--- src/l2_pkg.sv ---
// L2 cache shared definitions
// Geometry of the cache data path, the operation code and the packed
// structs that carry a request from one pipeline stage to the next
package l2_pkg;
	// One data word and the word address space of the memory behind the cache
	localparam int WORD_WIDTH = 32;
	localparam int ADDR_WIDTH = 16;
	localparam int BYTES_PER_WORD = WORD_WIDTH / 8;

	// A line holds four words, so the low address bits select the word
	localparam int LINE_WORDS = 4;
	localparam int OFFSET_WIDTH = $clog2(LINE_WORDS);
	localparam int LINE_ADDR_WIDTH = ADDR_WIDTH - OFFSET_WIDTH;

	// Identity of the requester that is echoed back in the response
	localparam int CORE_WIDTH = 2;
	localparam int TAG_ID_WIDTH = 4;

	// Way numbers are wide enough for the largest build of eight ways
	localparam int WAY_WIDTH = 3;

	// Word 0 of a line sits in the low bits
	typedef logic [LINE_WORDS-1:0][WORD_WIDTH-1:0] line_t;

	typedef enum logic {
		op_load = 1'b0,
		op_store = 1'b1
	} l2_op_t;

	// A request as it arrives on the shared core port
	typedef struct packed {
		logic [CORE_WIDTH-1:0] core;
		logic [TAG_ID_WIDTH-1:0] tag_id;
		l2_op_t op;
		logic [ADDR_WIDTH-1:0] address;
		logic [WORD_WIDTH-1:0] data;
		logic [BYTES_PER_WORD-1:0] mask;
	} l2_req_t;

	// A pipeline slot after arbitration
	// The fill fields only mean something when restarted is set
	typedef struct packed {
		logic valid;
		l2_req_t req;
		logic restarted;
		logic [WAY_WIDTH-1:0] way;
		line_t fill_line;
	} l2_arb_t;

	// A missed request together with the way its line will be loaded into
	typedef struct packed {
		l2_req_t req;
		logic [WAY_WIDTH-1:0] way;
	} l2_miss_t;

	// Strips the word offset from a word address
	function automatic logic [LINE_ADDR_WIDTH-1:0] line_address(
		input logic [ADDR_WIDTH-1:0] address);
		return address[ADDR_WIDTH-1:OFFSET_WIDTH];
	endfunction

	// Replaces the enabled bytes of a stored word with the bytes of a store
	function automatic logic [WORD_WIDTH-1:0] merge_word(
		input logic [WORD_WIDTH-1:0] old_word,
		input logic [WORD_WIDTH-1:0] new_word,
		input logic [BYTES_PER_WORD-1:0] mask);
		logic [WORD_WIDTH-1:0] result;
		result = old_word;
		for (int i = 0; i < BYTES_PER_WORD; i++)
		begin
			if (mask[i])
				result[i*8 +: 8] = new_word[i*8 +: 8];
		end
		return result;
	endfunction
endpackage
--- src/l2_cache_arb.sv ---
`timescale 1ns/10ps
// L2 cache arbitration stage
// Picks what enters the pipeline each cycle: a restarted request from the
// miss queue or a new request from the shared core port. Restarts always
// win, and core requests are held off while the miss queue is nearly full
module l2_cache_arb
	import l2_pkg::*;
	(
	input logic clk,
	input logic reset,
	input logic req_valid,
	input l2_req_t req,
	input logic restart_valid,
	input l2_miss_t restart,
	input line_t restart_line,
	input logic restart_duplicate,
	input logic queue_wait,
	output logic req_ready,
	output l2_arb_t arb
	);

	logic core_accept;

	// The core port stalls in a cycle that carries a restart, and also
	// while the queue only has room for the requests already in flight
	assign req_ready = !restart_valid && !queue_wait;

	// Handshake with the core port
	assign core_accept = req_valid && req_ready;

	always_ff @(posedge clk, posedge reset)
	begin
		if (reset)
			arb <= '0;
		else if (restart_valid)
		begin
			// A fetched line comes back with the request that missed on it
			// and has to be written into the victim way
			arb.valid <= 1'b1;
			arb.req <= restart.req;
			// A duplicate already finds its line in the cache, so it goes
			// down the pipe as an ordinary lookup
			arb.restarted <= !restart_duplicate;
			arb.way <= restart.way;
			arb.fill_line <= restart_line;
		end
		else
		begin
			// An empty slot when the port is idle or stalled
			arb.valid <= core_accept;
			arb.req <= req;
			arb.restarted <= 1'b0;
			arb.way <= '0;
			arb.fill_line <= '0;
		end
	end

	// A restart and a core request never enter the pipeline in the same cycle
	assert property (@(posedge clk) disable iff (reset)
		!(restart_valid && core_accept));
endmodule

--- config.mk ---
export PLATFORM = sky130hd
export DESIGN_NAME = l2_cache_arb
export DESIGN_NICKNAME = d
export VERILOG_FILES = /design/src/l2_pkg.sv /design/src/l2_cache_arb.sv
export SDC_FILE = /design/constraint.sdc
export NUM_CORES = 1
export LEC_CHECK = 0
export ABC_CLOCK_PERIOD_IN_PS = 14400
export BUFFER_PORTS_ARGS = -buffer_cell sky130_fd_sc_hd__buf_2
export CAP_MARGIN = 20
export CORE_AREA = 4 4 174 176
export DETAILED_ROUTE_END_ITERATION = 6
export DIE_AREA = 0 0 178 180
export SKIP_CTS_REPAIR_TIMING = 1
export SLEW_MARGIN = 20
export SYNTH_ARGS = -nofsm -noshare
export SYNTH_HDL_FRONTEND = slang
export SYNTH_SLANG_ARGS = --single-unit
--- constraint.sdc ---
create_clock -name clk -period 14.4 [get_ports clk]
set_clock_uncertainty 0.15 [all_clocks]
set_input_delay 2.88 -clock clk [delete_from_list [all_inputs] [get_ports clk]]
set_output_delay 2.88 -clock clk [all_outputs]
set_load 0.005 [all_outputs]
# Word level (Yosys, flattened, before mapping)
# Index checks and enable logic that the tools add are counted.
totals:
  register_bits: 192
  elab_cells: 19
op_classes:
  reduce_logical: 5
  n_mux: 1
ops:
  columns: ["op", "n"]
  rows:
  - ["2-to-1 mux 192 bit", 1]
  - ["logical NOT 1 bit", 3]
  - ["logical AND 1 bit", 2]

# Logic depth before layout (Yosys ltp)
depth:
  word_depth: 4
  mapped_depth: 3
  mapped_depth_nobuf: 2

# Worst setup path before layout
# Ideal clock, no wire load.
synth_timing:
  path_type: "input port to output port"
  from: "input restart_valid"
  to: "output req_ready"
  slack_ps: 8066
  required_ps: 11370
  arrival_time_ps: 3304
  path_stages: 3
  cell_sequence: "buf_2 -> buf_2 -> nor2_1"
synth_between:
  elab_chain_cells: 2
synth_lines:
  columns: ["element", "line_no", "source"]
  rows:
  - ["start, declared", "l2_cache_arb.sv:13", "input logic restart_valid,"]
  - ["logical NOT 1 bit", "l2_cache_arb.sv:26", "assign req_ready = !restart_valid && !queue_wait;"]
  - ["logical AND 1 bit", "l2_cache_arb.sv:26", null]
  - ["end, declared", "l2_cache_arb.sv:18", "output logic req_ready,"]
# No other way between the ends.

# Worst setup path in the final report
# Ends and elaborated chain as after synthesis.

==> run metrics <==
antenna violations before repair=4; I/O pin count=448; DR vias/cell=3.73; gr usage total=0.122; Final GP Congestion=0.785; Synth Instances=408; clock root cell=clkbuf_16; Largest regs=arb: 192 flops; CP Launch Type=input port; Tcrit/Tclk final=0.450; worst hold path type=in -> async; Die Span Y=180 um; max-slew violations=0; Initial Utilization=0.229; Reg clk slew, reported paths=0.07 ns; max reg flops=192; largest family of logic cells by synthesized area=simple AND/OR/NAND/NOR gates; area taken by multi-input logic gates=1610 um2; switching share of power=0.246; detailed router's first-iteration violation count=88; PwrDens=120 nW/um2; H-tree depth=4; multiplexer share of the synthesized area=0.119; Seq cells post-synth=192; Worst Path Arrival=3.45 ns; most flop-heavy register=arb; row count=62; Crit. End Element=output port; grt ovf=0; area share of the largest cell type after synthesis=0.733; cell breakdown of the critical path=buf_6 > nor2_1 > buf_2; number of fill cells=2910; CP required=11.37 ns; unrepaired setup endpoints after global routing=false; most frequent cells in the layout=446 x buf_2, 192 x dfrtp_1, 131 x and2_1, 30 x mux2_4, 23 x mux2_2; CP max FO=48; first-pass GRT wire length=29500 um; synth warn=0; Fin. Hold Viols=0; critical path's largest stage delay=0.28 ns; FMAX=154 MHz; min Tclk post-route=6.48 ns; layout cells sized above 1=0.617; Syn Area/Cell=16.1 um2; register area share after synthesis=0.733; Yosys cell types=14; Min Hold Slack=2.41 ns; Reg area=4800 um2; post-synthesis xor/xnor area fraction=0; Routed wire per std cell=15.8 um; DP Area=9180 um2; IO buf count=447; drt total wl=19800 um; routed vias=4675; Synth Area in Compound Gates=0.00115; die width=178 um; Clk pwr share=0.400; register share of total power=0.493; fin area=9770 um2; syn_nets=663; CP Class=in -> out; Pint=883 uW; n_diodes=0; logic gate share of total power=0.107; clk buf depth=2; Max-slew headroom=0.436; DP HPWL=15200 um; adder-cell area share of the yosys netlist=0; Slowest-stage cell, CP=buf_6; via count of the first global-routing pass=5107; final setup fails=0; Slew @ Worst Pin=0.846 ns; cell taking the most area after synthesis=dfrtp_1; Leak=5.30 nW; clk sink count=192; Psw=288 uW; Antenna Nets Post-Route=0; Core Util, Final=0.341; core area=28600 um2; CTS tree=done; VDD IR max=54.5 uV; Synth Cell Area=6550 um2; largest net degree at the start of global routing=115; drt first pass iters=4; Total Die Area=32000 um2; top area cells in the synthesized netlist=dfrtp_1 73%, and2_1 13%, mux2_4 6.9%, mux2_2 4.0%, mux2_1 1.0%; total CTS buffers=17; # nets final=1111; commonest non-fill, non-tap cell in the layout=buf_2; Final TNS setup=0 ns; status=finished clean; drt drc=0; Max Cap Viol=0; P&R area growth vs syn=49.1%; Post-Synth Simple-Gate Area=0.127
## stage by stage
stage | power [mW] | setup WS (ns) | cells
after detailed placement | 0.719 | 7.87 | 1221
after floorplan | 0.640 | 6.14 | 408
after CTS | 1.20 | 7.87 | 1253
after global routing | 1.24 | 7.84 | 1253
after global placement | 0.716 | 7.91 | 1221
final | 1.17 | 7.92 | 1253
## cells by family after synthesis
kind of cell           count (synthesis)
AND/OR/NAND/NOR                      133
flip-flops                           192
multiplexers                          59
buffers and inverters                 23
AO/OA/AOI/OAI                          1
## final timing paths
kind	start	end	slack (ns)	depth (start not counted)
max	restart_valid	req_ready	7.92	3
min	reset	arb[108]	2.41	2
max in group asynchronous	reset	arb[121]	10.44	3
min in group clk	restart_duplicate	arb[131]	2.45	2
## cell usage after synthesis
master    number
buf_4          1
a21o_1         1
mux2_4        30
nor2_1         1
inv_1          2
nor2b_1        1
mux2_1         6
and2_1       131
mux2_2        23
clkbuf_1       6
clkbuf_2       6
buf_2          4
dfrtp_1      192
buf_6          4
## power groups by stage
stage / registers, mW / clock network [mW] / logic (mW)
after CTS: 0.578 / 0.490 / 0.130
after global placement: 0.588 / 0 / 0.128
after floorplan: 0.594 / 0 / 0.0456
final: 0.578 / 0.468 / 0.126
after detailed placement: 0.589 / 0 / 0.130
after global routing: 0.581 / 0.516 / 0.141
## metal layers
metal | part of all wire | vias up | global-route usage
met3 | 0.14 | 21 | 0.0649
met2 | 0.49 | 284 | 0.208
met1 | 0.36 | 2187 | 0.132
li1 | - | 2175 | -
met4 | 0.011 | 8 | 0.0309
met5 | 0.0024 | - | 0
## cell type report
class,count,share of cell area
Sequential cell,192,0.492
Timing Repair Buffer,450,0.232
Multi-Input combinational cell,193,0.165
Tap cell,384,0.0492
Clock buffer,20,0.0478
Clock inverter,12,0.0119
Inverter,2,0.00154
## worst max-delay path: cells and delay by family
kind          cells  cell delay [ns]
buf+inv           2             0.43
simple gates      1             0.12
Power figures use the tool's default switching activity.
