**src/l2_pkg.sv**
```systemverilog
// L2 cache shared definitions
// Geometry of the cache data path, the operation code and the packed
// structs that carry a request from one pipeline stage to the next
package l2_pkg;
	// One data word and the word address space of the memory behind the cache
	localparam int WORD_WIDTH = 32;
	localparam int ADDR_WIDTH = 16;
	localparam int BYTES_PER_WORD = WORD_WIDTH / 8;

	// A line holds four words, so the low address bits select the word
	localparam int LINE_WORDS = 4;
	localparam int OFFSET_WIDTH = $clog2(LINE_WORDS);
	localparam int LINE_ADDR_WIDTH = ADDR_WIDTH - OFFSET_WIDTH;

	// Identity of the requester that is echoed back in the response
	localparam int CORE_WIDTH = 2;
	localparam int TAG_ID_WIDTH = 4;

	// Way numbers are wide enough for the largest build of eight ways
	localparam int WAY_WIDTH = 3;

	// Word 0 of a line sits in the low bits
	typedef logic [LINE_WORDS-1:0][WORD_WIDTH-1:0] line_t;

	typedef enum logic {
		op_load = 1'b0,
		op_store = 1'b1
	} l2_op_t;

	// A request as it arrives on the shared core port
	typedef struct packed {
		logic [CORE_WIDTH-1:0] core;
		logic [TAG_ID_WIDTH-1:0] tag_id;
		l2_op_t op;
		logic [ADDR_WIDTH-1:0] address;
		logic [WORD_WIDTH-1:0] data;
		logic [BYTES_PER_WORD-1:0] mask;
	} l2_req_t;

	// A pipeline slot after arbitration
	// The fill fields only mean something when restarted is set
	typedef struct packed {
		logic valid;
		l2_req_t req;
		logic restarted;
		logic [WAY_WIDTH-1:0] way;
		line_t fill_line;
	} l2_arb_t;

	// A missed request together with the way its line will be loaded into
	typedef struct packed {
		l2_req_t req;
		logic [WAY_WIDTH-1:0] way;
	} l2_miss_t;

	// Strips the word offset from a word address
	function automatic logic [LINE_ADDR_WIDTH-1:0] line_address(
		input logic [ADDR_WIDTH-1:0] address);
		return address[ADDR_WIDTH-1:OFFSET_WIDTH];
	endfunction

	// Replaces the enabled bytes of a stored word with the bytes of a store
	function automatic logic [WORD_WIDTH-1:0] merge_word(
		input logic [WORD_WIDTH-1:0] old_word,
		input logic [WORD_WIDTH-1:0] new_word,
		input logic [BYTES_PER_WORD-1:0] mask);
		logic [WORD_WIDTH-1:0] result;
		result = old_word;
		for (int i = 0; i < BYTES_PER_WORD; i++)
		begin
			if (mask[i])
				result[i*8 +: 8] = new_word[i*8 +: 8];
		end
		return result;
	endfunction
endpackage
```
**src/l2_cache_tag_way.sv**
```systemverilog
`timescale 1ns/10ps
// L2 cache tag way
// Tag and valid storage for one way of the cache. Compares the stored tag
// of the addressed set with the request and loads a new tag when a fill
// names this way. Hit and lookup leave registered
module l2_cache_tag_way
	import l2_pkg::*;
	#(
	parameter int WAY_INDEX = 0,
	parameter int NUM_SETS = 16
	)
	(
	input logic clk,
	input logic reset,
	input l2_arb_t arb,
	output logic way_hit,
	output l2_arb_t lookup
	);

	localparam int SET_BITS = $clog2(NUM_SETS);
	localparam int TAG_BITS = LINE_ADDR_WIDTH - SET_BITS;

	logic [TAG_BITS-1:0] tag_mem [NUM_SETS];
	logic [NUM_SETS-1:0] tag_valid;
	logic [LINE_ADDR_WIDTH-1:0] line_addr;
	logic [SET_BITS-1:0] set_index;
	logic [TAG_BITS-1:0] req_tag;
	logic tag_match;
	logic fill_this_way;

	// The set is the line address modulo the number of sets
	assign line_addr = line_address(arb.req.address);
	assign set_index = line_addr[SET_BITS-1:0];
	assign req_tag = line_addr[LINE_ADDR_WIDTH-1:SET_BITS];

	assign tag_match = tag_valid[set_index] && tag_mem[set_index] == req_tag;

	// The victim way was chosen when the request missed
	assign fill_this_way = arb.valid && arb.restarted && arb.way == WAY_WIDTH'(WAY_INDEX);

	always_ff @(posedge clk)
	begin
		if (fill_this_way)
			tag_mem[set_index] <= req_tag;
	end

	always_ff @(posedge clk, posedge reset)
	begin
		if (reset)
		begin
			tag_valid <= '0;
			way_hit <= 1'b0;
			lookup <= '0;
		end
		else
		begin
			if (fill_this_way)
				tag_valid[set_index] <= 1'b1;
			else if (arb.valid && arb.restarted && tag_match)
			begin
				// The same line was fetched twice and now lands in another
				// way, so the older copy is dropped to keep hits one-hot
				tag_valid[set_index] <= 1'b0;
			end

			// A fill always hits in its own way and nowhere else
			way_hit <= arb.valid && (fill_this_way || (!arb.restarted && tag_match));
			lookup <= arb;
		end
	end
endmodule

```
**config.mk**
```make
export PLATFORM = sky130hd
export DESIGN_NAME = l2_cache_tag_way
export DESIGN_NICKNAME = d
export VERILOG_FILES = /design/src/l2_pkg.sv /design/src/l2_cache_tag_way.sv
export SDC_FILE = /design/constraint.sdc
export NUM_CORES = 1
export LEC_CHECK = 0
export BUFFER_PORTS_ARGS = -buffer_cell sky130_fd_sc_hd__buf_2
export CORE_UTILIZATION = 50
export CTS_BUF_LIST = sky130_fd_sc_hd__clkbuf_16
export DETAILED_ROUTE_END_ITERATION = 16
export PLACE_DENSITY_LB_ADDON = 0.15
export SLEW_MARGIN = 20
export SYNTH_ARGS = -nofsm -noshare
export SYNTH_HDL_FRONTEND = slang
export SYNTH_SLANG_ARGS = --single-unit
```
**constraint.sdc**
```tcl
create_clock -name clk -period 10.3 [get_ports clk]
set_input_delay 3.09 -clock clk [delete_from_list [all_inputs] [get_ports clk]]
set_output_delay 3.09 -clock clk [all_outputs]
set_load 0.02 [all_outputs]
```
* After elaboration in Yosys (flattened, before gate mapping) *
Memories as Yosys holds them, arrays and structs flattened.
Index checks and enable logic that the tools add are counted.

word-level totals
  register bits = 209
  RAM bits = 160
  input port bits = 194
  memories kept = 1

cells by class
  $lt $le $gt $ge = 2
  equality and inequality tests = 1
  mux-type cells = 8
  bitwise logic cells = 3
  reductions and logical operators = 11

memories
  memory   depth  bits a word  read ports  clocked after Yosys merged registers in  write ports  RTL line                text
  tag_mem  16     10           1           0                                        1            l2_cache_tag_way.sv:23  logic [TAG_BITS-1:0] tag_mem [NUM_SETS];

operators with widths
  cell                                                                number
  2-to-1 mux 16 bit                                                   2
  bitwise AND 16 bit                                                  1
  NOT 16 bit                                                          1
  OR 16 bit                                                           1
  equality test 10 bit                                                1
  logical AND 1 bit                                                   7
  less-than comparator 4 x 5 -> 1 bit (second input constant)         1
  binary-select mux 1 bit (select 4 bit)                              1
  demux 1 bit (select 4 bit)                                          1
  greater-or-equal comparator 4 x 1 -> 1 bit (second input constant)  1
  2-to-1 mux 1 bit                                                    4
  logical NOT 3 bit                                                   1
  nonzero test 2 bit                                                  1
  logical NOT 1 bit                                                   1
  logical OR 1 bit                                                    1

* Logic depth before layout (Yosys ltp) *
Gate-level depths: netlist of run 1.

  depth after elaboration = 8
  mapped depth = 11

* Worst setup path after synthesis of run 1 *
OpenSTA, ideal clock, no wires.

  path type = input to register
  start point = in arb[173] in the netlist's numbering
  end point = reg (tool-made name)
  arrival time = 5182 ps
  data required time = 10171 ps
  path slack = 4989 ps
  cell stages on the path = 10
  path through = buf_2 buf_2 buf_2 mux4_2 o22ai_1 a21oi_1 xnor2_1 nand4_1 nor4_4 o21ai_1

RTL lines
  element      RTL line                text
  from (decl)  l2_cache_tag_way.sv:15  input l2_arb_t arb,

==> flow_summary.json, run 1 <==
{
  "cts_tree": "built",
  "htree_levels": 2,
  "dp_hpwl_um": 21300,
  "synth_nets": 799,
  "syn_inst": 605,
  "clock.fmax_mhz": 176,
  "drt_iter0_drc": 564,
  "worstMarginPinSlew_ns": 0.981,
  "r2r_slack_ns": 7.63,
  "holdBufCountCts": 0,
  "synth_seq_cells": 369,
  "critPathKind": "input pin to register",
  "r2r_start": "tag_mem[11][7]",
  "fin_nets": 1216,
  "finalClockSkew_ns": 0.0247,
  "p_leak_nw": 6.89,
  "die_area_um2": 25100,
  "num_rows": 56,
  "area_growth_pct": 28.5,
  "initial_core_util_pct": 51.5,
  "tns_ns": 0,
  "n_fill_cell": 1693,
  "fin_crit_ns": 5.68,
  "hold_path_class": "register to register",
  "status": "finished clean",
  "wire_per_inst_um": 22.5,
  "vias": 6911,
  "multi_input_area_um2": 2000,
  "remaining_drc_errors": 0,
  "cts_inserted_buffers": 37,
  "synth_most_common_cell": "dfrtp_1",
  "firstDrtPassIters": 4,
  "die_h_um": 158,
  "path_cells": "buf_2, buf_4, mux4_2, mux2i_1, mux2_2, nor3_1, nand4b_1, nor4_4, o21ai_0",
  "cts_max_path_buffers": 3,
  "cts_resized": 0,
  "final-max-slew-violation-count": 0,
  "cts-root-buf": "clkbuf_16",
  "path_depth": 9,
  "critPathMaxStageDelay_ns": 0.59,
  "synth_warnings": 0,
  "final_antenna_net_count": 0,
  "maxCapViolCount": 0,
  "netlist_top_cells_count": "dfrtp_1, edfxtp_1, mux4_2",
  "insertion_delay_ns": 0.52,
  "cpLargestDelayFamily": "multiplexers",
  "synth_top_area_share_pct": 42.8,
  "portBuffers": 386,
  "synth_cell_types": 36,
  "p_total_w": 0.00310,
  "num_io_pins": 387,
  "clkSinkCount": 369,
  "cp_data_required_time_ns": 10.68,
  "track_usage_pct": 25.2,
  "gp_congestion": 0.794,
  "die_w_um": 158,
  "grt_pass1_vias": 6798,
  "ir_worst_vdd_mv": 0.157,
  "clk_pin_slew_ns": 0.06,
  "crit_slowest_cell": "mux4_2",
  "drive_above_1_share_pct": 48.6,
  "drt-vias-per-instance": 5.04,
  "rsz0062_at_grt": "no",
  "grt_busiest_layer": "met2",
  "netlist_area_um2": 12200,
  "async_flop_share_pct": 56.6,
  "setup_viol": 0,
  "grt_use_met2_pct": 37.6,
  "antenna_found_initial": 5,
  "fin_crit_sh_pct": 55.2,
  "critPathBufInv": 2,
  "startpoint": "arb[170]",
  "fp.coreArea_um2": 23800,
  "seq_area_um2": 10000,
  "worst_r2r_path_depth": 7,
  "timing.critical_path.from_type": "input pin",
  "grt-ovfl-total": 0,
  "p_per_area_nw_per_um2": 197,
  "ys_seq_area_share_pct": 82.1,
  "synth_edf_count": 160,
  "synth_flop_cell": "dfrtp_1",
  "ys_top_cells_by_area": "dfrtp_1, edfxtp_1, mux4_2",
  "use_met1_pct": 35.3,
  "post_cts_buffers": 0,
  "grt_max_degree": 135,
  "hold_violations": 0,
  "cp-end-kind": "register",
  "finalWirelength_um": 30800,
  "synth_area_per_cell_um2": 20.2,
  "yosys.area.top_type": "dfrtp_1",
  "use_met3_pct": 7.65,
  "slew-limit-headroom_pct": 34.6,
  "arrival_ns": 6.06,
  "cp_max_fo": 44,
  "grt_pass1_wl_um": 44100
}
## how the worst min path moves through the flow
stage          endpoint  startpoint  slack, ns  cells past startpoint
2_1_floorplan  register    register       0.48                      2
3_3_place_gp   register    register       0.50                      2
3_5_place_dp   register    register       0.51                      2
4_1_cts        register    register       0.52                      2
5_1_grt        register    register       0.55                      2
6_report       register    register       0.52                      2
## worst reg2reg max path: stages, from the launching register on
cell and delay [ns]:
edfxtp_1 0.36, mux4_2 0.47, mux2i_1 0.16, mux2_2 0.35, nor3_1 0.57, nand4b_1 0.23, nor4_4 0.27, o21ai_0 0.14
## sequential cells by signal, indices dropped and copies added, names as in the netlist, named ones only
signal,cells
tag_mem,160
lookup,192
way_hit,1
## report_power, final
group,internal [W],switching (W)
clock network,0.000757,0.000527
logic,0.0000812,0.000148
registers,0.00158,0.0000121
## per-layer routing
layer  part of all wire [%]  wire [µm]  up-vias
li1                       -          -     3061
met1                     40      12300     3463
met2                     47      14500      340
met3                     10       3090       45
met4                    2.9        894        2
met5                  0.036         11        -
## metrics by stage
step	util (%)	area (µm²)	setup slack, ns	hold WS (ns)	instances
floorplan	-	12200	1.50	0.481	605
global placement	61.2	14500	4.15	0.501	1302
detailed placement	61.2	14500	4.10	0.509	1302
CTS	66.1	15700	4.61	0.520	1368
global route	66.1	15700	4.35	0.551	1369
finish	66.1	15700	4.62	0.519	1370
## cells by family after synthesis
family                 share of synthesized area [%]
AO/OA/AOI/OAI                                   2.39
multiplexers                                    10.0
buffers and inverters                           1.66
AND/OR/NAND/NOR                                 3.05
XOR/XNOR                                       0.788
flip-flops                                      82.1
## area by class of cell
cell class              count  share of cell area (%)
clock inverters            27                    1.21
flip-flops and latches    369                    63.9
well taps                 319                    2.54
inverters                  18                   0.478
repair buffers            399                    12.9
multi-input cells         197                    12.7
diodes                      2                  0.0319
clock buffers              39                    6.21
## cell usage in the layout (no fill, tap or decap), types with 3 or more instances in the layout
cell type	Yosys	final
bufinv_16	0	3
xnor2_1	6	6
dfrtp_1	209	209
nand4_1	3	3
mux2i_1	30	30
mux4_2	35	35
clkinv_1	0	6
nor4_4	4	4
inv_1	18	27
a21oi_1	17	17
buf_2	9	386
o22ai_1	5	5
mux2_2	12	12
clkinv_2	0	4
a221oi_1	4	4
nor2_1	23	17
inv_2	0	3
edfxtp_1	160	160
buf_4	4	13
o21ai_0	8	8
nor2b_1	5	5
nand2_1	10	10
nand2b_1	7	7
o21ai_1	8	8
nor2_2	0	6
clkbuf_16	0	39
xor2_1	5	5
(Power assumes the default switching activity.)
==> inputs of run 2 (changes only) <==
==> constraint.sdc (replaced) <==
create_clock -name clk -period 5.4 [get_ports clk]
set_input_delay 1.62 -clock clk [delete_from_list [all_inputs] [get_ports clk]]
set_output_delay 1.62 -clock clk [all_outputs]
set_load 0.02 [all_outputs]
==> run 2 against run 1 <==
Effect of this change:
- clock skew shrank 0.0091 ns
- via count grew 2.4%
- final cell count grew 0.73%
- critical path type unchanged
- largest power group unchanged
==> flow_summary.json, run 2 (synthesis results as in run 1) <==
{
  "status": "finished clean",
  "r2r_slack_ns": 2.77,
  "num_io_pins": 387,
  "final_cell_mix": "buf_2, dfrtp_1, edfxtp_1",
  "pwr-share-clk_pct": 41.5,
  "final-max-slew-violation-count": 0,
  "use_met3_pct": 10.0,
  "worstMarginPinSlew_ns": 1.00,
  "p_total_w": 0.00595,
  "cts_inserted_buffers": 38,
  "critPathKind": "input pin to register",
  "final_common_cell": "buf_2",
  "rsz0062_at_grt": "no",
  "slew-limit-headroom_pct": 32.4,
  "ir_worst_vdd_mv": 0.338,
  "tns_ns": 0,
  "dp_hpwl_um": 23300,
  "p_seq_share_pct": 51.0,
  "p_sw_w": 0.00133,
  "cts_max_path_buffers": 3,
  "grt_pass1_wl_um": 45900,
  "n_fill_cell": 1665,
  "finalWirelength_um": 32500,
  "fin_crit_ns": 4.03,
  "crit_slowest_cell": "buf_2",
  "finalClockSkew_ns": 0.0156,
  "clk_pin_slew_ns": 0.06,
  "final_antenna_net_count": 0,
  "p_per_area_nw_per_um2": 376,
  "grt_max_degree": 108,
  "top_register": "lookup",
  "hold_slack_ns": 0.533,
  "area_growth_pct": 29.3,
  "arrival_ns": 4.41,
  "die_h_um": 158,
  "track_usage_pct": 26.8,
  "fin_util_pct": 66.5,
  "cts_tree": "built",
  "critPathBufInv": 1,
  "grt-ovfl-total": 0,
  "hold_path_class": "register to register",
  "p_int_w": 0.00462,
  "critPathMaxStageDelay_ns": 0.70,
  "r2r_start": "tag_mem[11][7]",
  "drt_iter0_drc": 611,
  "setup_viol": 0,
  "wire_per_inst_um": 23.6,
  "num_rows": 56,
  "clkSinkCount": 369,
  "cp-end-kind": "register",
  "use_met1_pct": 34.8,
  "cp_max_fo": 37,
  "sw_frac_of_total_pct": 22.3,
  "hold_path_depth": 2,
  "post_cts_buffers": 0,
  "clock.fmax_mhz": 248,
  "remaining_drc_errors": 0,
  "worst_r2r_path_depth": 7,
  "drive_above_1_share_pct": 48.7,
  "cts_resized": 0,
  "portBuffers": 386,
  "holdBufCountCts": 0,
  "maxCapViolCount": 0,
  "die_area_um2": 25100,
  "fp.coreArea_um2": 23800,
  "timing.critical_path.from_type": "input pin",
  "p_leak_nw": 6.93,
  "htree_levels": 2,
  "seq_area_um2": 10000,
  "cpLargestDelayFamily": "simple AND/OR/NAND/NOR gates",
  "largest_reg_flops": 192,
  "fin_crit_sh_pct": 74.6,
  "grt_use_met2_pct": 41.7,
  "firstDrtPassIters": 6,
  "grt_busiest_layer": "met2",
  "cp_data_required_time_ns": 5.79,
  "fin_nets": 1226,
  "hold_violations": 0,
  "pwr-share-comb_pct": 7.5,
  "cts-root-buf": "clkbuf_16",
  "drt-vias-per-instance": 5.13,
  "die_w_um": 158,
  "gp_congestion": 0.844,
  "path_cells": "buf_2, mux4_2, mux2i_1, mux2_2, nor3_1, nand4_1, nor4_4, o21ai_1",
  "grt_pass1_vias": 6991,
  "reg.largest.list": "lookup: 192 flops, tag_mem: 160 flops, way_hit: 1 flops",
  "vias": 7079,
  "num_antenna_cells": 0,
  "insertion_delay_ns": 0.52,
  "initial_core_util_pct": 51.5,
  "antenna_found_initial": 3,
  "multi_input_area_um2": 1990
}
run 2: cell count changes in the layout (fill, tap and decap cells not counted), sizes merged:
cell,previous run,this run
inv,32,28
buf,399,408
clkinvlp,0,1
diode,2,0
clkinv,10,16
run 2: worst max-delay path by stage:
| stage | start | to | slack [ns] | cells after the start |
|---|---|---|---|---|
| after floorplan | reset | async pin | 1.07 | 1 |
| after global placement | arb[173] | register | 0.86 | 8 |
| after detailed placement | arb[173] | register | 0.83 | 8 |
| after CTS | arb[173] | register | 1.37 | 8 |
| after global routing | arb[173] | register | 1.18 | 8 |
| final | arb[173] | register | 1.37 | 8 |
run 2: worst min-delay path, stage by stage, from the launching register on:
cell and delay (ns):
dfrtp_1 0.36, a21oi_1 0.06, o21ai_0 0.07
run 2: cell type report:
class	count	share of cell area [%]
flip-flops and latches	369	63.5
clock buffers	39	6.17
inverters	18	0.451
multi-input cells	197	12.6
clock inverters	30	1.31
well taps	319	2.53
repair buffers	408	13.4
run 2: through the flow:
step,instances,cell area (µm²),worst slack [ns]
after floorplan,605,12200,1.07
after global placement,1311,14600,0.864
after detailed placement,1311,14600,0.829
after CTS,1380,15800,1.37
after global routing,1380,15800,1.18
final,1380,15800,1.37
run 2: routing by layer:
layer,wire length [µm],up-vias
met2,15500,407
li1,-,3087
met1,12400,3517
met4,1130,2
met5,13,-
met3,3510,66
run 2: power by group through the flow:
stage	clock network (W)	registers, W	logic (W)
after floorplan	0	0.00318	0.000133
after global placement	0	0.00309	0.000447
after detailed placement	0	0.00309	0.000451
after CTS	0.00252	0.00303	0.000453
after global routing	0.00261	0.00304	0.000477
final	0.00247	0.00303	0.000447
