### config.mk
export PLATFORM = sky130hd
export DESIGN_NAME = l2_cache_miss_queue
export DESIGN_NICKNAME = d
export VERILOG_FILES = /design/src/l2_pkg.sv /design/src/l2_cache_miss_queue.sv
export SDC_FILE = /design/constraint.sdc
export NUM_CORES = 1
export LEC_CHECK = 0
export BUFFER_PORTS_ARGS = -buffer_cell sky130_fd_sc_hd__buf_2
export CAP_MARGIN = 5
export CORE_UTILIZATION = 57
export CTS_CLUSTER_SIZE = 8
export DETAILED_ROUTE_END_ITERATION = 7
export PLACE_DENSITY = 0.84
export SYNTH_ARGS = -nofsm -noshare
export SYNTH_HDL_FRONTEND = slang
export SYNTH_SLANG_ARGS = --single-unit
### constraint.sdc
create_clock -name clk -period 7.1 [get_ports clk]
set_input_delay 0 -clock clk [delete_from_list [all_inputs] [get_ports clk]]
set_output_delay 0 -clock clk [all_outputs]
set_load 0.005 [all_outputs]
### src/l2_pkg.sv
// L2 cache shared definitions
// Geometry of the cache data path, the operation code and the packed
// structs that carry a request from one pipeline stage to the next
package l2_pkg;
	// One data word and the word address space of the memory behind the cache
	localparam int WORD_WIDTH = 32;
	localparam int ADDR_WIDTH = 16;
	localparam int BYTES_PER_WORD = WORD_WIDTH / 8;

	// A line holds four words, so the low address bits select the word
	localparam int LINE_WORDS = 4;
	localparam int OFFSET_WIDTH = $clog2(LINE_WORDS);
	localparam int LINE_ADDR_WIDTH = ADDR_WIDTH - OFFSET_WIDTH;

	// Identity of the requester that is echoed back in the response
	localparam int CORE_WIDTH = 2;
	localparam int TAG_ID_WIDTH = 4;

	// Way numbers are wide enough for the largest build of eight ways
	localparam int WAY_WIDTH = 3;

	// Word 0 of a line sits in the low bits
	typedef logic [LINE_WORDS-1:0][WORD_WIDTH-1:0] line_t;

	typedef enum logic {
		op_load = 1'b0,
		op_store = 1'b1
	} l2_op_t;

	// A request as it arrives on the shared core port
	typedef struct packed {
		logic [CORE_WIDTH-1:0] core;
		logic [TAG_ID_WIDTH-1:0] tag_id;
		l2_op_t op;
		logic [ADDR_WIDTH-1:0] address;
		logic [WORD_WIDTH-1:0] data;
		logic [BYTES_PER_WORD-1:0] mask;
	} l2_req_t;

	// A pipeline slot after arbitration
	// The fill fields only mean something when restarted is set
	typedef struct packed {
		logic valid;
		l2_req_t req;
		logic restarted;
		logic [WAY_WIDTH-1:0] way;
		line_t fill_line;
	} l2_arb_t;

	// A missed request together with the way its line will be loaded into
	typedef struct packed {
		l2_req_t req;
		logic [WAY_WIDTH-1:0] way;
	} l2_miss_t;

	// Strips the word offset from a word address
	function automatic logic [LINE_ADDR_WIDTH-1:0] line_address(
		input logic [ADDR_WIDTH-1:0] address);
		return address[ADDR_WIDTH-1:OFFSET_WIDTH];
	endfunction

	// Replaces the enabled bytes of a stored word with the bytes of a store
	function automatic logic [WORD_WIDTH-1:0] merge_word(
		input logic [WORD_WIDTH-1:0] old_word,
		input logic [WORD_WIDTH-1:0] new_word,
		input logic [BYTES_PER_WORD-1:0] mask);
		logic [WORD_WIDTH-1:0] result;
		result = old_word;
		for (int i = 0; i < BYTES_PER_WORD; i++)
		begin
			if (mask[i])
				result[i*8 +: 8] = new_word[i*8 +: 8];
		end
		return result;
	endfunction
endpackage
### src/l2_cache_miss_queue.sv
`timescale 1ns/10ps
// L2 cache miss queue
// Keeps missed requests in order and fetches their lines from memory, one
// read at a time. A head entry on the line fetched last needs no read and
// restarts as a duplicate. Each restart goes back through arbitration
module l2_cache_miss_queue
	import l2_pkg::*;
	#(
	parameter int QUEUE_DEPTH = 4
	)
	(
	input logic clk,
	input logic reset,
	input logic miss_valid,
	input l2_miss_t miss,
	input logic mem_read_valid,
	input line_t mem_read_data,
	output logic queue_wait,
	output logic mem_read,
	output logic [LINE_ADDR_WIDTH-1:0] mem_read_line_address,
	output logic restart_valid,
	output l2_miss_t restart,
	output line_t restart_line,
	output logic restart_duplicate
	);

	localparam int PTR_BITS = $clog2(QUEUE_DEPTH);

	l2_miss_t entries [QUEUE_DEPTH];
	logic [PTR_BITS-1:0] read_ptr;
	logic [PTR_BITS-1:0] write_ptr;
	logic [PTR_BITS:0] count;
	logic read_pending;
	logic last_valid;
	logic [LINE_ADDR_WIDTH-1:0] last_line;
	l2_miss_t head;
	logic [LINE_ADDR_WIDTH-1:0] head_line;
	logic head_ready;
	logic head_duplicate;
	logic start_read;
	logic pop;

	assign head = entries[read_ptr];
	assign head_line = line_address(head.req.address);

	// The head is only looked at while no read is out, since the read
	// belongs to it and it must not move until the data returns
	assign head_ready = count != '0 && !read_pending;
	assign head_duplicate = last_valid && head_line == last_line;
	assign start_read = head_ready && !head_duplicate;

	// An entry leaves either as a duplicate or when its line arrives
	assign pop = (head_ready && head_duplicate) || mem_read_valid;

	// Two more misses may already be in the arbitration and tag stages
	assign queue_wait = int'(count) >= QUEUE_DEPTH - 2;

	always_ff @(posedge clk, posedge reset)
	begin
		if (reset)
		begin
			read_ptr <= '0;
			write_ptr <= '0;
			count <= '0;
			read_pending <= 1'b0;
			last_valid <= 1'b0;
			mem_read <= 1'b0;
			restart_valid <= 1'b0;
		end
		else
		begin
			mem_read <= start_read;
			restart_valid <= pop;
			if (start_read)
				read_pending <= 1'b1;
			else if (mem_read_valid)
				read_pending <= 1'b0;
			if (mem_read_valid)
				last_valid <= 1'b1;
			if (miss_valid)
				write_ptr <= write_ptr + 1'b1;
			if (pop)
				read_ptr <= read_ptr + 1'b1;
			case ({miss_valid, pop})
				2'b10: count <= count + 1'b1;
				2'b01: count <= count - 1'b1;
				default: ;
			endcase
		end
	end

	always_ff @(posedge clk)
	begin
		if (miss_valid)
			entries[write_ptr] <= miss;
		if (pop)
		begin
			restart <= head;
			restart_duplicate <= !mem_read_valid;
		end
		if (start_read)
			mem_read_line_address <= head_line;
		if (mem_read_valid)
		begin
			restart_line <= mem_read_data;
			// Remember the line so a later miss on it is not read again
			last_line <= head_line;
		end
	end

	// Arbitration stops core requests early enough that the misses still in
	// the pipeline always find room
	assert property (@(posedge clk) disable iff (reset)
		miss_valid |-> int'(count) < QUEUE_DEPTH);

	// Memory answers only reads that this queue issued
	assert property (@(posedge clk) disable iff (reset)
		mem_read_valid |-> read_pending);
endmodule

# ---- Word-level counts from Yosys, hierarchy flattened
# Memory sizes are Yosys's and may differ from the RTL's.
# Index checks and enable logic that the tools add are counted.
dict set report totals {
  wordCells 46
  output_inout_bits 208
  mem_bits_rw 248
  regBits 230
  mem_count 1
}
# name depth width rd rd_clocked_by_memory_dff write_ports line
set memory_table {}
lappend memory_table {entries 4 62 1 0 1 l2_cache_miss_queue.sv:29} ;# l2_miss_t entries [QUEUE_DEPTH];
dict set report classes {
  eq_ne 3
  order_cmp 1
  muxes 5
  n_reduce_logical 11
  addsub 4
}
# op count
set ops {}
lappend ops {{$eq A14 B14 Y1} 1}
lappend ops {{$pmux W3 S2} 1}
lappend ops {{$add A2 B1 Y2 const B} 2}
lappend ops {{$logic_and A1 B1 Y1} 4}
lappend ops {{$mux W1} 4}
lappend ops {{$reduce_bool A2 Y1} 2}
lappend ops {{$add A3 B1 Y3 const B} 1}
lappend ops {{$ge A3 B2 Y1 const B} 1}
lappend ops {{$logic_not A1 Y1} 3}
lappend ops {{$reduce_bool A3 Y1} 1}
lappend ops {{$sub A3 B1 Y3 const B} 1}
lappend ops {{$eq A2 B1 Y1 const B} 1}
lappend ops {{$eq A2 B2 Y1 const B} 1}
lappend ops {{$logic_or A1 B1 Y1} 1}

# ---- Depth between registers and ports, before layout
# Gate-level depths: netlist of run 1.
# An unclocked memory read counts as a cell.
dict set report depth {
  word_depth 7
  depth_mapped 14
}

# ---- Least setup slack after synthesis of run 1
# No wires, ideal clock.
dict set report synth_path {
  path_kind {flip-flop to flip-flop}
  start {reg read_ptr[0]}
  end {reg count[2]}
  path_stages_with_launch 14
  setup_time_ns 0.079
  required_ns 7.021
  setup_slack_ns 2.636
  n_path_buf 1
  arrival_ns 4.384
  cell_sequence {dfrtp_1 buf_6 mux4_2 a221oi_2 o211ai_1 a2111oi_0 a31oi_1 inv_1 ha_1 inv_1 fa_1 xor2_1 nor2_1 xor2_1}
}
# item line
set synth_rtl {}
lappend synth_rtl {{start: declaration} l2_cache_miss_queue.sv:30} ;# logic [PTR_BITS-1:0] read_ptr;
lappend synth_rtl {{start signal: assignment} l2_cache_miss_queue.sv:83} ;# read_ptr <= read_ptr + 1'b1;
lappend synth_rtl {{end signal: assignment} l2_cache_miss_queue.sv:85} ;# 2'b10: count <= count + 1'b1;
lappend synth_rtl {{end signal: assignment} l2_cache_miss_queue.sv:86} ;# 2'b01: count <= count - 1'b1;
lappend synth_rtl {{end: declaration} l2_cache_miss_queue.sv:32} ;# logic [PTR_BITS:0] count;

# ---- Worst setup path in the final report of run 1
dict set report layout_path {
  start {reg read_ptr[0]}
  end {reg restart[57] in the netlist's numbering, enable pin}
}
dict set report layout_between {
  elab_chain_len 5
}
# item line
set layout_lines {}
lappend layout_lines {{$mem_v2 Z4 W62} n/a}
lappend layout_lines {{$eq A14 B14 Y1} l2_cache_miss_queue.sv:49} ;# assign head_duplicate = last_valid && head_line == last_line;
lappend layout_lines {{$logic_and A1 B1 Y1} l2_cache_miss_queue.sv:49}
lappend layout_lines {{$logic_and A1 B1 Y1} l2_cache_miss_queue.sv:53} ;# assign pop = (head_ready && head_duplicate) || mem_read_valid;
lappend layout_lines {{$logic_or A1 B1 Y1} l2_cache_miss_queue.sv:53}
lappend layout_lines {{via pop} l2_cache_miss_queue.sv:41} ;# logic pop;
lappend layout_lines {{end signal: assignment} l2_cache_miss_queue.sv:98} ;# restart <= head;
lappend layout_lines {{end: declaration} l2_cache_miss_queue.sv:22} ;# output l2_miss_t restart,
# The timed path passes the listed nets, and every way through them passes these cells.
# A chain may end at the register's enable or synchronous reset.

==> reports/summary.md, run 1 <==
* 171.8 microns — Die X-Extent
* 92 — largest net degree at the start of global routing
* 63610 microns — wire length of the first global-routing pass
* 3.05 ns — Worst R2R Setup Slack
* 46000 microns — total detailed-routing wirelength
* in2reg — type of the tightest min-delay check
* clkbuf_16 — clk root buf
* 380.6 nW/um^2 — power density cells
* 25.13 sq um — Mapped Avg Cell Area
* 57.05% — post-route fraction of the period consumed by the critical path
* 16430 sq um — area of the mapped netlist
* 4.21 ns — critical path arrival
* 0.02896 ns — hold slack
* restart[57] — last element of the critical path
* 3 — maximum level of the CTS H-tree
* 654 — post-synthesis cell count
* 0 ns — Final TNS setup
* 0 — # resized after CTS
* 1.133 ns — slew of the pin with the lowest slew margin
* 0 — # Max-Cap Violations
* 5.612 — routed via count divided by cell count
* 854 — Net Count, Synth
* 0 — Routed Antenna Nets
* 5 — Detailed Routing Iterations Pass 1
* restart[57] — endpoint of the lowest-slack register-to-register path
* 4.050 ns — Final Critical Period
* 467 — EDFF count, synth
* no — setup repair after global routing missed its margin
* 31.00% — all-layer global routing usage
* reg2reg — type of the worst setup path
* 38 — Unique masters post-synth
* 22710 sq um — post-route cell area
* 8.597 nW — Static Leakage
* read_ptr[0] — startpoint of the worst setup timing path
* 8.644 mW — total power of the final layout
* 87.01% — sequential share of the synthesized area
* 2.301% — async set or reset register ratio after synthesis
* 0 — GRT overflow
* yes — clock tree from TritonCTS
* 0 — final hold viol count
* 58.51% — initial core utilization
* 0.05 ns — clock slew at the register clock pins of the worst setup and hold paths
* register — Critical Path Source Type
* 0.3137 mV — VDD IR-drop max
* 3 — Clock Path Buffers
* 29510 sq um — area enclosed by the die boundary
* 10051 — vias in the first global route
* 24.44% — headroom to the max-slew limit
* 41.40% — fraction of final layout cells sized beyond drive strength 1
* 69 — CTS buffer count
* edfxtp_1 — flip-flop cell with the highest count after synthesis
* read_ptr[0] — worst reg2reg startpoint
* 28090 sq um — standard cell core area
* 171.8 microns — Die Y-Extent
* 0 — total number of yosys warnings
* 8 — Worst R2R Path Depth
* 192 — number of hold buffers added after CTS
* 80.87% — Final Util
* 18890 sq um — post-detailed-placement cell area
* 61 — number of rows in the core area
* 0.9073 — routability congestion estimate
* 1119 — starting DRC count in detailed routing
* 26.95 microns — routed wirelength normalized by instance count
* 0 — setup fix buffers added after clock tree synthesis
* finished, final reports clean — status
* 25140 microns — HPWL reported at the end of detailed placement
* 478 — synthesis-stage register bit count
* 0 — final max-slew violation count
* 401 — port buffer count
* 7.26 ns — data required time at the worst endpoint
* 402 — I/O Pins
* 0.02153 ns — Fin Clk Skew
* 3 — initial antenna violation count
* 38.22% — layout overhead on the synthesized area
* 0 — Final setup viols
* 0.56 ns — Skew-Pair Late Insertion Delay
* 478 — clk sinks
* 64 — maximum fanout along the worst path
* register — Setup crit end kind
* 0 — DRC Markers
* 9580 — DR vias
* 246.9 MHz — Max Fclk
* 1505 — Final nets
-- how the worst min path moves through the flow --
stage	startpoint	end	slack, ns	depth (start not counted)
3_3_place_gp	reset	restart_valid	0.03	2
5_1_grt	mem_read_valid	restart_line[18]	0.07	1
3_5_place_dp	reset	restart_valid	0.05	2
6_report	mem_read_valid	restart_line[121]	0.03	1
2_1_floorplan	reset	count[0]	-0.15	1
4_1_cts	reset	write_ptr[0]	0.01	3
-- cells by family (layout without fill, tap and decap cells) --
kind of cell | count (synthesis) | after routing | share of synthesized area [%]
flops | 478 | 478 | 87.01
other cells | 0 | 3 | 0
simple gates | 24 | 24 | 0.7156
fa+ha+maj | 6 | 6 | 0.5025
mux | 78 | 78 | 9.030
xor+xnor | 17 | 17 | 0.9060
compound gates | 22 | 22 | 1.058
buf+inv | 29 | 701 | 0.7765
-- registers in the layout, summed over array words and instances, names as in the netlist --
| name | cells |
|---|---|
| restart_duplicate | 1 |
| restart_line | 128 |
| read_ptr | 2 |
| write_ptr | 2 |
| read_pending | 1 |
| count | 3 |
| last_line | 14 |
| entries | 248 |
| restart | 62 |
| last_valid | 1 |
| mem_read | 1 |
| restart_valid | 1 |
| mem_read_line_address | 14 |
-- Yosys cell counts (2+ instances only) --
master	instances	area [sq um]
nor2_1	4	15.01
dfrtp_1	11	275.3
clkbuf_1	4	15.01
xnor2_1	12	105.1
o211ai_1	3	22.52
nand2b_1	2	12.51
or2_2	2	12.51
a211oi_1	2	15.01
inv_1	12	45.04
a31oi_1	2	12.51
mux2i_1	20	200.2
nand2_1	7	26.28
mux2_2	2	22.52
buf_1	2	7.510
mux4_2	56	1261
edfxtp_1	467	14020
buf_2	9	45.04
nand3_1	3	15.01
a21oi_1	3	15.01
a2111oi_0	2	17.52
xor2_1	5	43.79
ha_1	5	62.56
and2_1	4	25.02
-- per-layer routing --
layer | GRT usage [%] | up-vias | part of all wire, %
met3 | 8.145 | 145 | 9.3
met1 | 37.98 | 4795 | 36
met4 | 19.01 | 0 | 6.7
met5 | 0 | - | 0
li1 | - | 3994 | -
met2 | 49.85 | 646 | 48
-- where the power goes --
part / leakage (nW) / switching, mW / internal [mW] / total [mW]
registers: 4.54 / 0.357 / 3.83 / 4.19
logic: 3.14 / 0.789 / 0.750 / 1.54
clock network: 0.917 / 1.15 / 1.76 / 2.92
total: 8.60 / 2.30 / 6.34 / 8.64
-- worst max-delay path, stage by stage, from the launching register on --
cell and delay (ns):
dfrtp_4 0.83, buf_4 0.71, nor2_1 0.16, a221oi_2 0.28
o211ai_1 0.16, a2111oi_0 0.40, a31oi_1 0.19, inv_2 0.10
buf_4 0.75
-- placed cells by master, fill, tap and decap left out, types with 5 or more instances in the layout --
cell type	n
nand2_1	7
buf_2	400
edfxtp_1	467
xor2_1	5
ha_1	5
mux4_2	56
clkbuf_1	16
clkbuf_16	69
xnor2_1	12
dlygate4sd3_1	192
dfrtp_1	9
mux2i_1	20
inv_1	11
-- layout make-up --
type	instances	area, sq um
inverter	13	48.80
antenna	3	7.507
timing repair buffer	596	3958
clock buffer	85	1787
sequential	478	14310
multi-input combinational	147	2023
fill	1385	5373
tap	378	473.0
clock inverter	7	111.4
-- stage by stage --
step / cells / setup WS (ns)
after floorplan: 654 / 2.636
after global placement: 1420 / 3.098
after detailed placement: 1420 / 3.060
after CTS: 1704 / 2.970
after global routing: 1707 / 2.657
final: 1707 / 3.050
Note: power is estimated with default switching activity, not from simulation.
==> run 2: changes to the inputs <==
- ABC_AREA: not set -> 1
- CORE_UTILIZATION: 57 -> 48
- PLACE_DENSITY: 0.84 -> 0.76
- clock period: 7.1 -> 3.5 ns (I/O delays scaled with it)
==> run 2 against run 1 <==
  * Worst hold slack lost 0.0075 ns
  * Maximum frequency increased by 31%
  * Register-to-register slack lost 2.6 ns
  * Combinational power increased by 84%
  * Clock skew is 0.0039 ns higher
  * Worst setup slack worse by 2.6 ns
==> reports/summary.md, run 2 <==
* 11148 — vias in the first global route
* 1821 — Final nets
* 985 — post-synthesis cell count
* 5 — Detailed Routing Iterations Pass 1
* 0 ns — Final TNS setup
* simple AND/OR/NAND/NOR gates — family of cells with the greatest summed delay on the critical path
* 752 — starting DRC count in detailed routing
* 0.05 ns — clock slew at the register clock pins of the worst setup and hold paths
* 2.301% — async set or reset register ratio after synthesis
* yes — clock tree from TritonCTS
* 478 — clk sinks
* 724.7 nW/um^2 — power density cells
* inv_8 > nand2_1 > nand2_1 > nand2_1 > nand2_1 > nor2_1 > nor2_1 > nand2_1 > nor2_2 > nand3_2 > nand2_4 > ha_1 > inv_1 > fa_1 > a21oi_1 > o21ai_0 > xor2_1 — CP Cell Sequence
* 0 — Routed Antenna Nets
* 188.6 microns — Die X-Extent
* 69 — CTS buffer count
* read_ptr[0] — startpoint of the worst setup timing path
* edfxtp_1 — most frequently used cell type in the post-synthesis netlist
* 17 — Worst R2R Path Depth
* 21.91 microns — routed wirelength normalized by instance count
* 0.02142 ns — hold slack
* in2async — type of the tightest min-delay check
* 2 — initial antenna violation count
* edfxtp_1, o21ai_0, nand2_1 — cell types occupying the most area after synthesis
* 0.8671 — routability congestion estimate
* 35560 sq um — area enclosed by the die boundary
* reg2reg — type of the worst setup path
* 188.6 microns — Die Y-Extent
* count[2] — endpoint of the lowest-slack register-to-register path
* 0 — final hold viol count
* 3.52 ns — critical path arrival
* 0 — GRT overflow
* 67 — number of rows in the core area
* 0 — final max-slew violation count
* 3 — maximum level of the CTS H-tree
* 401 — port buffer count
* nand2_1 — most frequent CP cell
* 2246 — FILL cells
* 58 — maximum fanout along the worst path
* 1185 — Net Count, Synth
* 0 — total number of yosys warnings
* 5.263 — routed via count divided by cell count
* entries — register with the most flip-flops
* finished, final reports clean — status
* 26490 microns — HPWL reported at the end of detailed placement
* 0.62 ns — CP peak stage delay
* 2 — Critical path buffers and inverters
* 8.972 nW — Static Leakage
* 30.63% — fraction of final layout cells sized beyond drive strength 1
* 248 — number of flip-flops under the largest register name
* read_ptr[0] — worst reg2reg startpoint
* entries (248), restart_line (128), restart (62) — Largest regs
* 16.71 mW — total power of the final layout
* 25.63% — all-layer global routing usage
* 3.082 ns — Final Critical Period
* 0 — Final setup viols
* 33870 sq um — standard cell core area
* 0 — DRC Markers
* clkbuf_16 — clk root buf
* 0.57 ns — Skew-Pair Late Insertion Delay
* 27 — Unique masters post-synth
* register — Setup crit end kind
* 478 — synthesis-stage register bit count
* dfrtp_4 — slowest cell on the critical path
* 88.06% — post-route fraction of the period consumed by the critical path
* 11015 — DR vias
* 467 — EDFF count, synth
* 1.124 ns — slew of the pin with the lowest slew margin
* 19230 sq um — post-detailed-placement cell area
* edfxtp_1, nand2_1, nor2_1, o21ai_0, o22ai_1 — synth cell count leaders
* 49.34% — initial core utilization
* 25.09% — headroom to the max-slew limit
* 85.57% — sequential share of the synthesized area
* 87 — largest net degree at the start of global routing
* 0 — # resized after CTS
* 0 — setup fix buffers added after clock tree synthesis
* 0 — # Max-Cap Violations
* 0.02546 ns — Fin Clk Skew
* edfxtp_1 — flip-flop cell with the highest count after synthesis
* 83.92% — Synth top area share
* edfxtp_1, buf_2, dlygate4sd3_1 — most frequent cells in the layout
* 0.42 ns — Worst R2R Setup Slack
* 37.99% — layout overhead on the synthesized area
* 16.96 sq um — Mapped Avg Cell Area
* 3 — Clock Path Buffers
* 23060 sq um — post-route cell area
* 324.5 MHz — Max Fclk
* 16710 sq um — area of the mapped netlist
* 45850 microns — total detailed-routing wirelength
* 0.5937 mV — VDD IR-drop max
* 402 — I/O Pins
* 3.94 ns — data required time at the worst endpoint
* 67110 microns — wire length of the first global-routing pass
* no — setup repair after global routing missed its margin
* edfxtp_1 — biggest area consumer among synthesized cells
* edfxtp_1 — most common library cell in the layout ignoring fill and taps
* register — Critical Path Source Type
==> run 2: how the worst max path moves through the flow <==
stage                    end  cells after the start
floorplan           count[2]                     19
global placement    count[2]                     17
detailed placement  count[2]                     17
CTS                 count[2]                     17
global route        count[2]                     17
finish              count[2]                     17
==> run 2: cells by family after synthesis <==
group                    after synthesis  synth area share, %
AO/OA/AOI/OAI                        150                4.852
adder cells (fa/ha/maj)                6               0.4942
flip-flops                           478                85.57
buffers and inverters                 77                2.164
XOR/XNOR                               4               0.2097
AND/OR/NAND/NOR                      270                6.709
==> run 2: area by class of cell <==
| type | instances | area [sq um] | share of cell area [%] |
|---|---|---|---|
| Clock buffer | 88 | 1841 | 7.982 |
| Timing Repair Buffer | 606 | 4098 | 17.77 |
| Clock inverter | 4 | 50.05 | 0.2171 |
| Antenna cell | 3 | 7.507 | 0.03256 |
| Multi-Input combinational cell | 430 | 2054 | 8.910 |
| Inverter | 36 | 142.6 | 0.6186 |
| Tap cell | 448 | 560.5 | 2.431 |
| Sequential cell | 478 | 14300 | 62.04 |
==> run 2: what timing repair did <==
item | in CTS | in global routing
hold buffers | 193 | 0
setup endpoints to repair | 0 | 0
hold endpoints to repair | 447 | 0
==> run 2: tightest hold or removal path: cells and delay by family <==
| kind | cells | cell delay [ns] |
|---|---|---|
| buf+inv | 3 | 1.05 |
==> run 2: where the power goes <==
| group | switching, mW | leakage, nW | internal [mW] |
|---|---|---|---|
| Sequential | 0.327 | 4.54 | 7.62 |
| Combinational | 1.85 | 3.51 | 0.990 |
| Clock | 2.29 | 0.918 | 3.63 |
==> run 2: metrics by stage <==
stage | worst slack [ns] | util (%) | instances
after floorplan | 0.1682 | - | 985
after global placement | 0.4788 | 56.77 | 1805
after detailed placement | 0.4313 | 56.77 | 1805
after CTS | 0.4188 | 68.06 | 2090
after global routing | 0.1605 | 68.06 | 2090
final | 0.4181 | 68.08 | 2093
==> run 2: routing by layer <==
layer  global-route usage [%]  routed length, microns  part of all wire [%]  vias up
li1                         -                       -                     -     4925
met1                    32.13                   17980                    39     5401
met2                    42.24                   22460                    49      583
met3                    6.109                    3327                   7.3      104
met4                    12.07                    2078                   4.5        2
met5                        0                       9                 0.020        -
==> run 3: changes to the inputs <==
- CORE_ASPECT_RATIO: not set -> 1.4
==> run 3 against run 2 <==
  * Wire length down 2.8%
  * Total power decreased by 0.35%
  * Register-to-register slack got worse by 0.08 ns
  * Core utilization fell by 0.49 points
  * First-iteration DRC count up 5.1%
  * Die area about the same
  * Critical path depth down 7
  * Flip-flop and latch count stayed put
  * Via count fell by 0.34%
  * Cell area about the same
  * Count of clock-buffer cells in the layout decreased by 3
  * Critical endpoint is now restart[59]
  * Largest cell class unchanged
  * Largest power group unchanged
==> reports/summary.md, run 3 (same netlist as run 2, synthesis figures left out) <==
* 0.8782 — routability congestion estimate
* 19250 sq um — post-detailed-placement cell area
* 11225 — vias in the first global route
* 25.25% — all-layer global routing usage
* 0 ns — Final TNS setup
* no — setup repair after global routing missed its margin
* 1 — initial antenna violation count
* 0 — final hold viol count
* 159.7 microns — Die X-Extent
* 3.35 ns — critical path arrival
* restart[59] — endpoint of the lowest-slack register-to-register path
* clkbuf_16 — clk root buf
* 0 — final max-slew violation count
* 34130 sq um — standard cell core area
* yes — clock tree from TritonCTS
* 248 — number of flip-flops under the largest register name
* 5.232 — routed via count divided by cell count
* 401 — port buffer count
* 315.9 MHz — Max Fclk
* 3.68 ns — data required time at the worst endpoint
* finished, final reports clean — status
* 85 — largest net degree at the start of global routing
* 0 — Routed Antenna Nets
* register — Critical Path Source Type
* 2 — Critical path buffers and inverters
* 478 — clk sinks
* 0.01802 ns — Fin Clk Skew
* entries (248), restart_line (128), restart (62) — Largest regs
* 0 — Final setup viols
* 1.055 ns — slew of the pin with the lowest slew margin
* 790 — starting DRC count in detailed routing
* 67.59% — Final Util
* 0 — # resized after CTS
* 0 — # Max-Cap Violations
* 66 — maximum fanout along the worst path
* 0.05 ns — clock slew at the register clock pins of the worst setup and hold paths
* 16210 microns — wire length on met1
* 0 — GRT overflow
* 10977 — DR vias
* 0.4354 mV — VDD IR-drop max
* 8.987 nW — Static Leakage
* 21.25 microns — routed wirelength normalized by instance count
* edfxtp_1 — most common library cell in the layout ignoring fill and taps
* 80 — number of rows in the core area
* in2async — type of the tightest min-delay check
* 0.33 ns — Worst R2R Setup Slack
* 10 — Worst R2R Path Depth
* 69 — CTS buffer count
* 48.96% — initial core utilization
* read_ptr[1] — worst reg2reg startpoint
* 0.58 ns — Skew-Pair Late Insertion Delay
* 1825 — Final nets
* met5 — uppermost signal routing layer after detailed routing
* 44580 microns — total detailed-routing wirelength
* 222.8 microns — Die Y-Extent
* 16.65 mW — total power of the final layout
* 6 — Detailed Routing Iterations Pass 1
* 721.8 nW/um^2 — power density cells
* 0 — DRC Markers
* 3 — maximum level of the CTS H-tree
* 35570 sq um — area enclosed by the die boundary
* 193 — number of hold buffers added after CTS
* register — Setup crit end kind
* 30.84% — fraction of final layout cells sized beyond drive strength 1
* 23070 sq um — post-route cell area
* reg2reg — type of the worst setup path
* buf_4 — slowest cell on the critical path
* edfxtp_1, buf_2, dlygate4sd3_1 — most frequent cells in the layout
* entries — register with the most flip-flops
* 90.43% — post-route fraction of the period consumed by the critical path
* inv_2 > nand3_1 > nand3b_1 > nand2_1 > nor2_1 > nand2_1 > nor2_2 > nand3_2 > nand2_4 > buf_4 — CP Cell Sequence
* 3722 microns — met3 routed wirelength
* buffers and inverters — family of cells with the greatest summed delay on the critical path
* 402 — I/O Pins
* 0 — ANT cells
* 3.165 ns — Final Critical Period
* 26740 microns — HPWL reported at the end of detailed placement
* 66290 microns — wire length of the first global-routing pass
* 0 — setup fix buffers added after clock tree synthesis
* 3 — Clock Path Buffers
* 22930 microns — met2 wirelength from detailed routing
* 29.65% — headroom to the max-slew limit
* 0.82 ns — CP peak stage delay
* 38.06% — layout overhead on the synthesized area
* nand2_1 — most frequent CP cell
-- run 3: power by group --
part | switching [mW] | internal [mW] | leakage [nW]
clock | 2.29 | 3.57 | 0.918
combinational | 1.83 | 1.00 | 3.52
sequential | 0.349 | 7.62 | 4.54
-- run 3: how the worst max path moves through the flow --
stage                start          end  slack [ns]  depth (start not counted)
3_5_place_dp   read_ptr[1]  restart[35]        0.37                         10
2_1_floorplan  read_ptr[0]     count[2]        0.17                         19
3_3_place_gp   read_ptr[1]  restart[33]        0.47                         10
5_1_grt        read_ptr[1]  restart[60]        0.11                         11
4_1_cts        read_ptr[1]  restart[32]        0.32                         10
6_report       read_ptr[1]  restart[59]        0.33                         10
-- run 3: area by class of cell --
class,instances,area [sq um]
inverter,36,142.6
clock inverter,8,102.6
sequential,478,14300
fill,2222,11060
tap,451,564.3
timing repair buffer,610,4115
clock buffer,85,1787
multi-input combinational,430,2054
-- run 3: worst reg2reg max path: stages (launching register included) --
cell      delay [ns]
dfrtp_2         0.54
inv_2           0.38
nand3_1         0.18
nand3b_1        0.12
nand2_1         0.05
nor2_1          0.19
nand2_1         0.10
nor2_2          0.15
nand3_2         0.13
nand2_4         0.08
buf_4           0.82
-- run 3: metrics by stage --
step                std cells  hold WS (ns)  worst slack (ns)
CTS                      2098       0.02471            0.3233
global route             2098       0.08820            0.1144
detailed placement       1812       0.09762            0.3735
finish                   2098       0.06416            0.3349
global placement         1812       0.07722            0.4746
floorplan                 985       -0.1476            0.1682
-- run 3: layer usage --
layer,GRT usage [%],up-vias
met5,0,-
met4,12.13,2
met3,7.318,98
met2,43.70,539
met1,28.61,5423
li1,-,4915
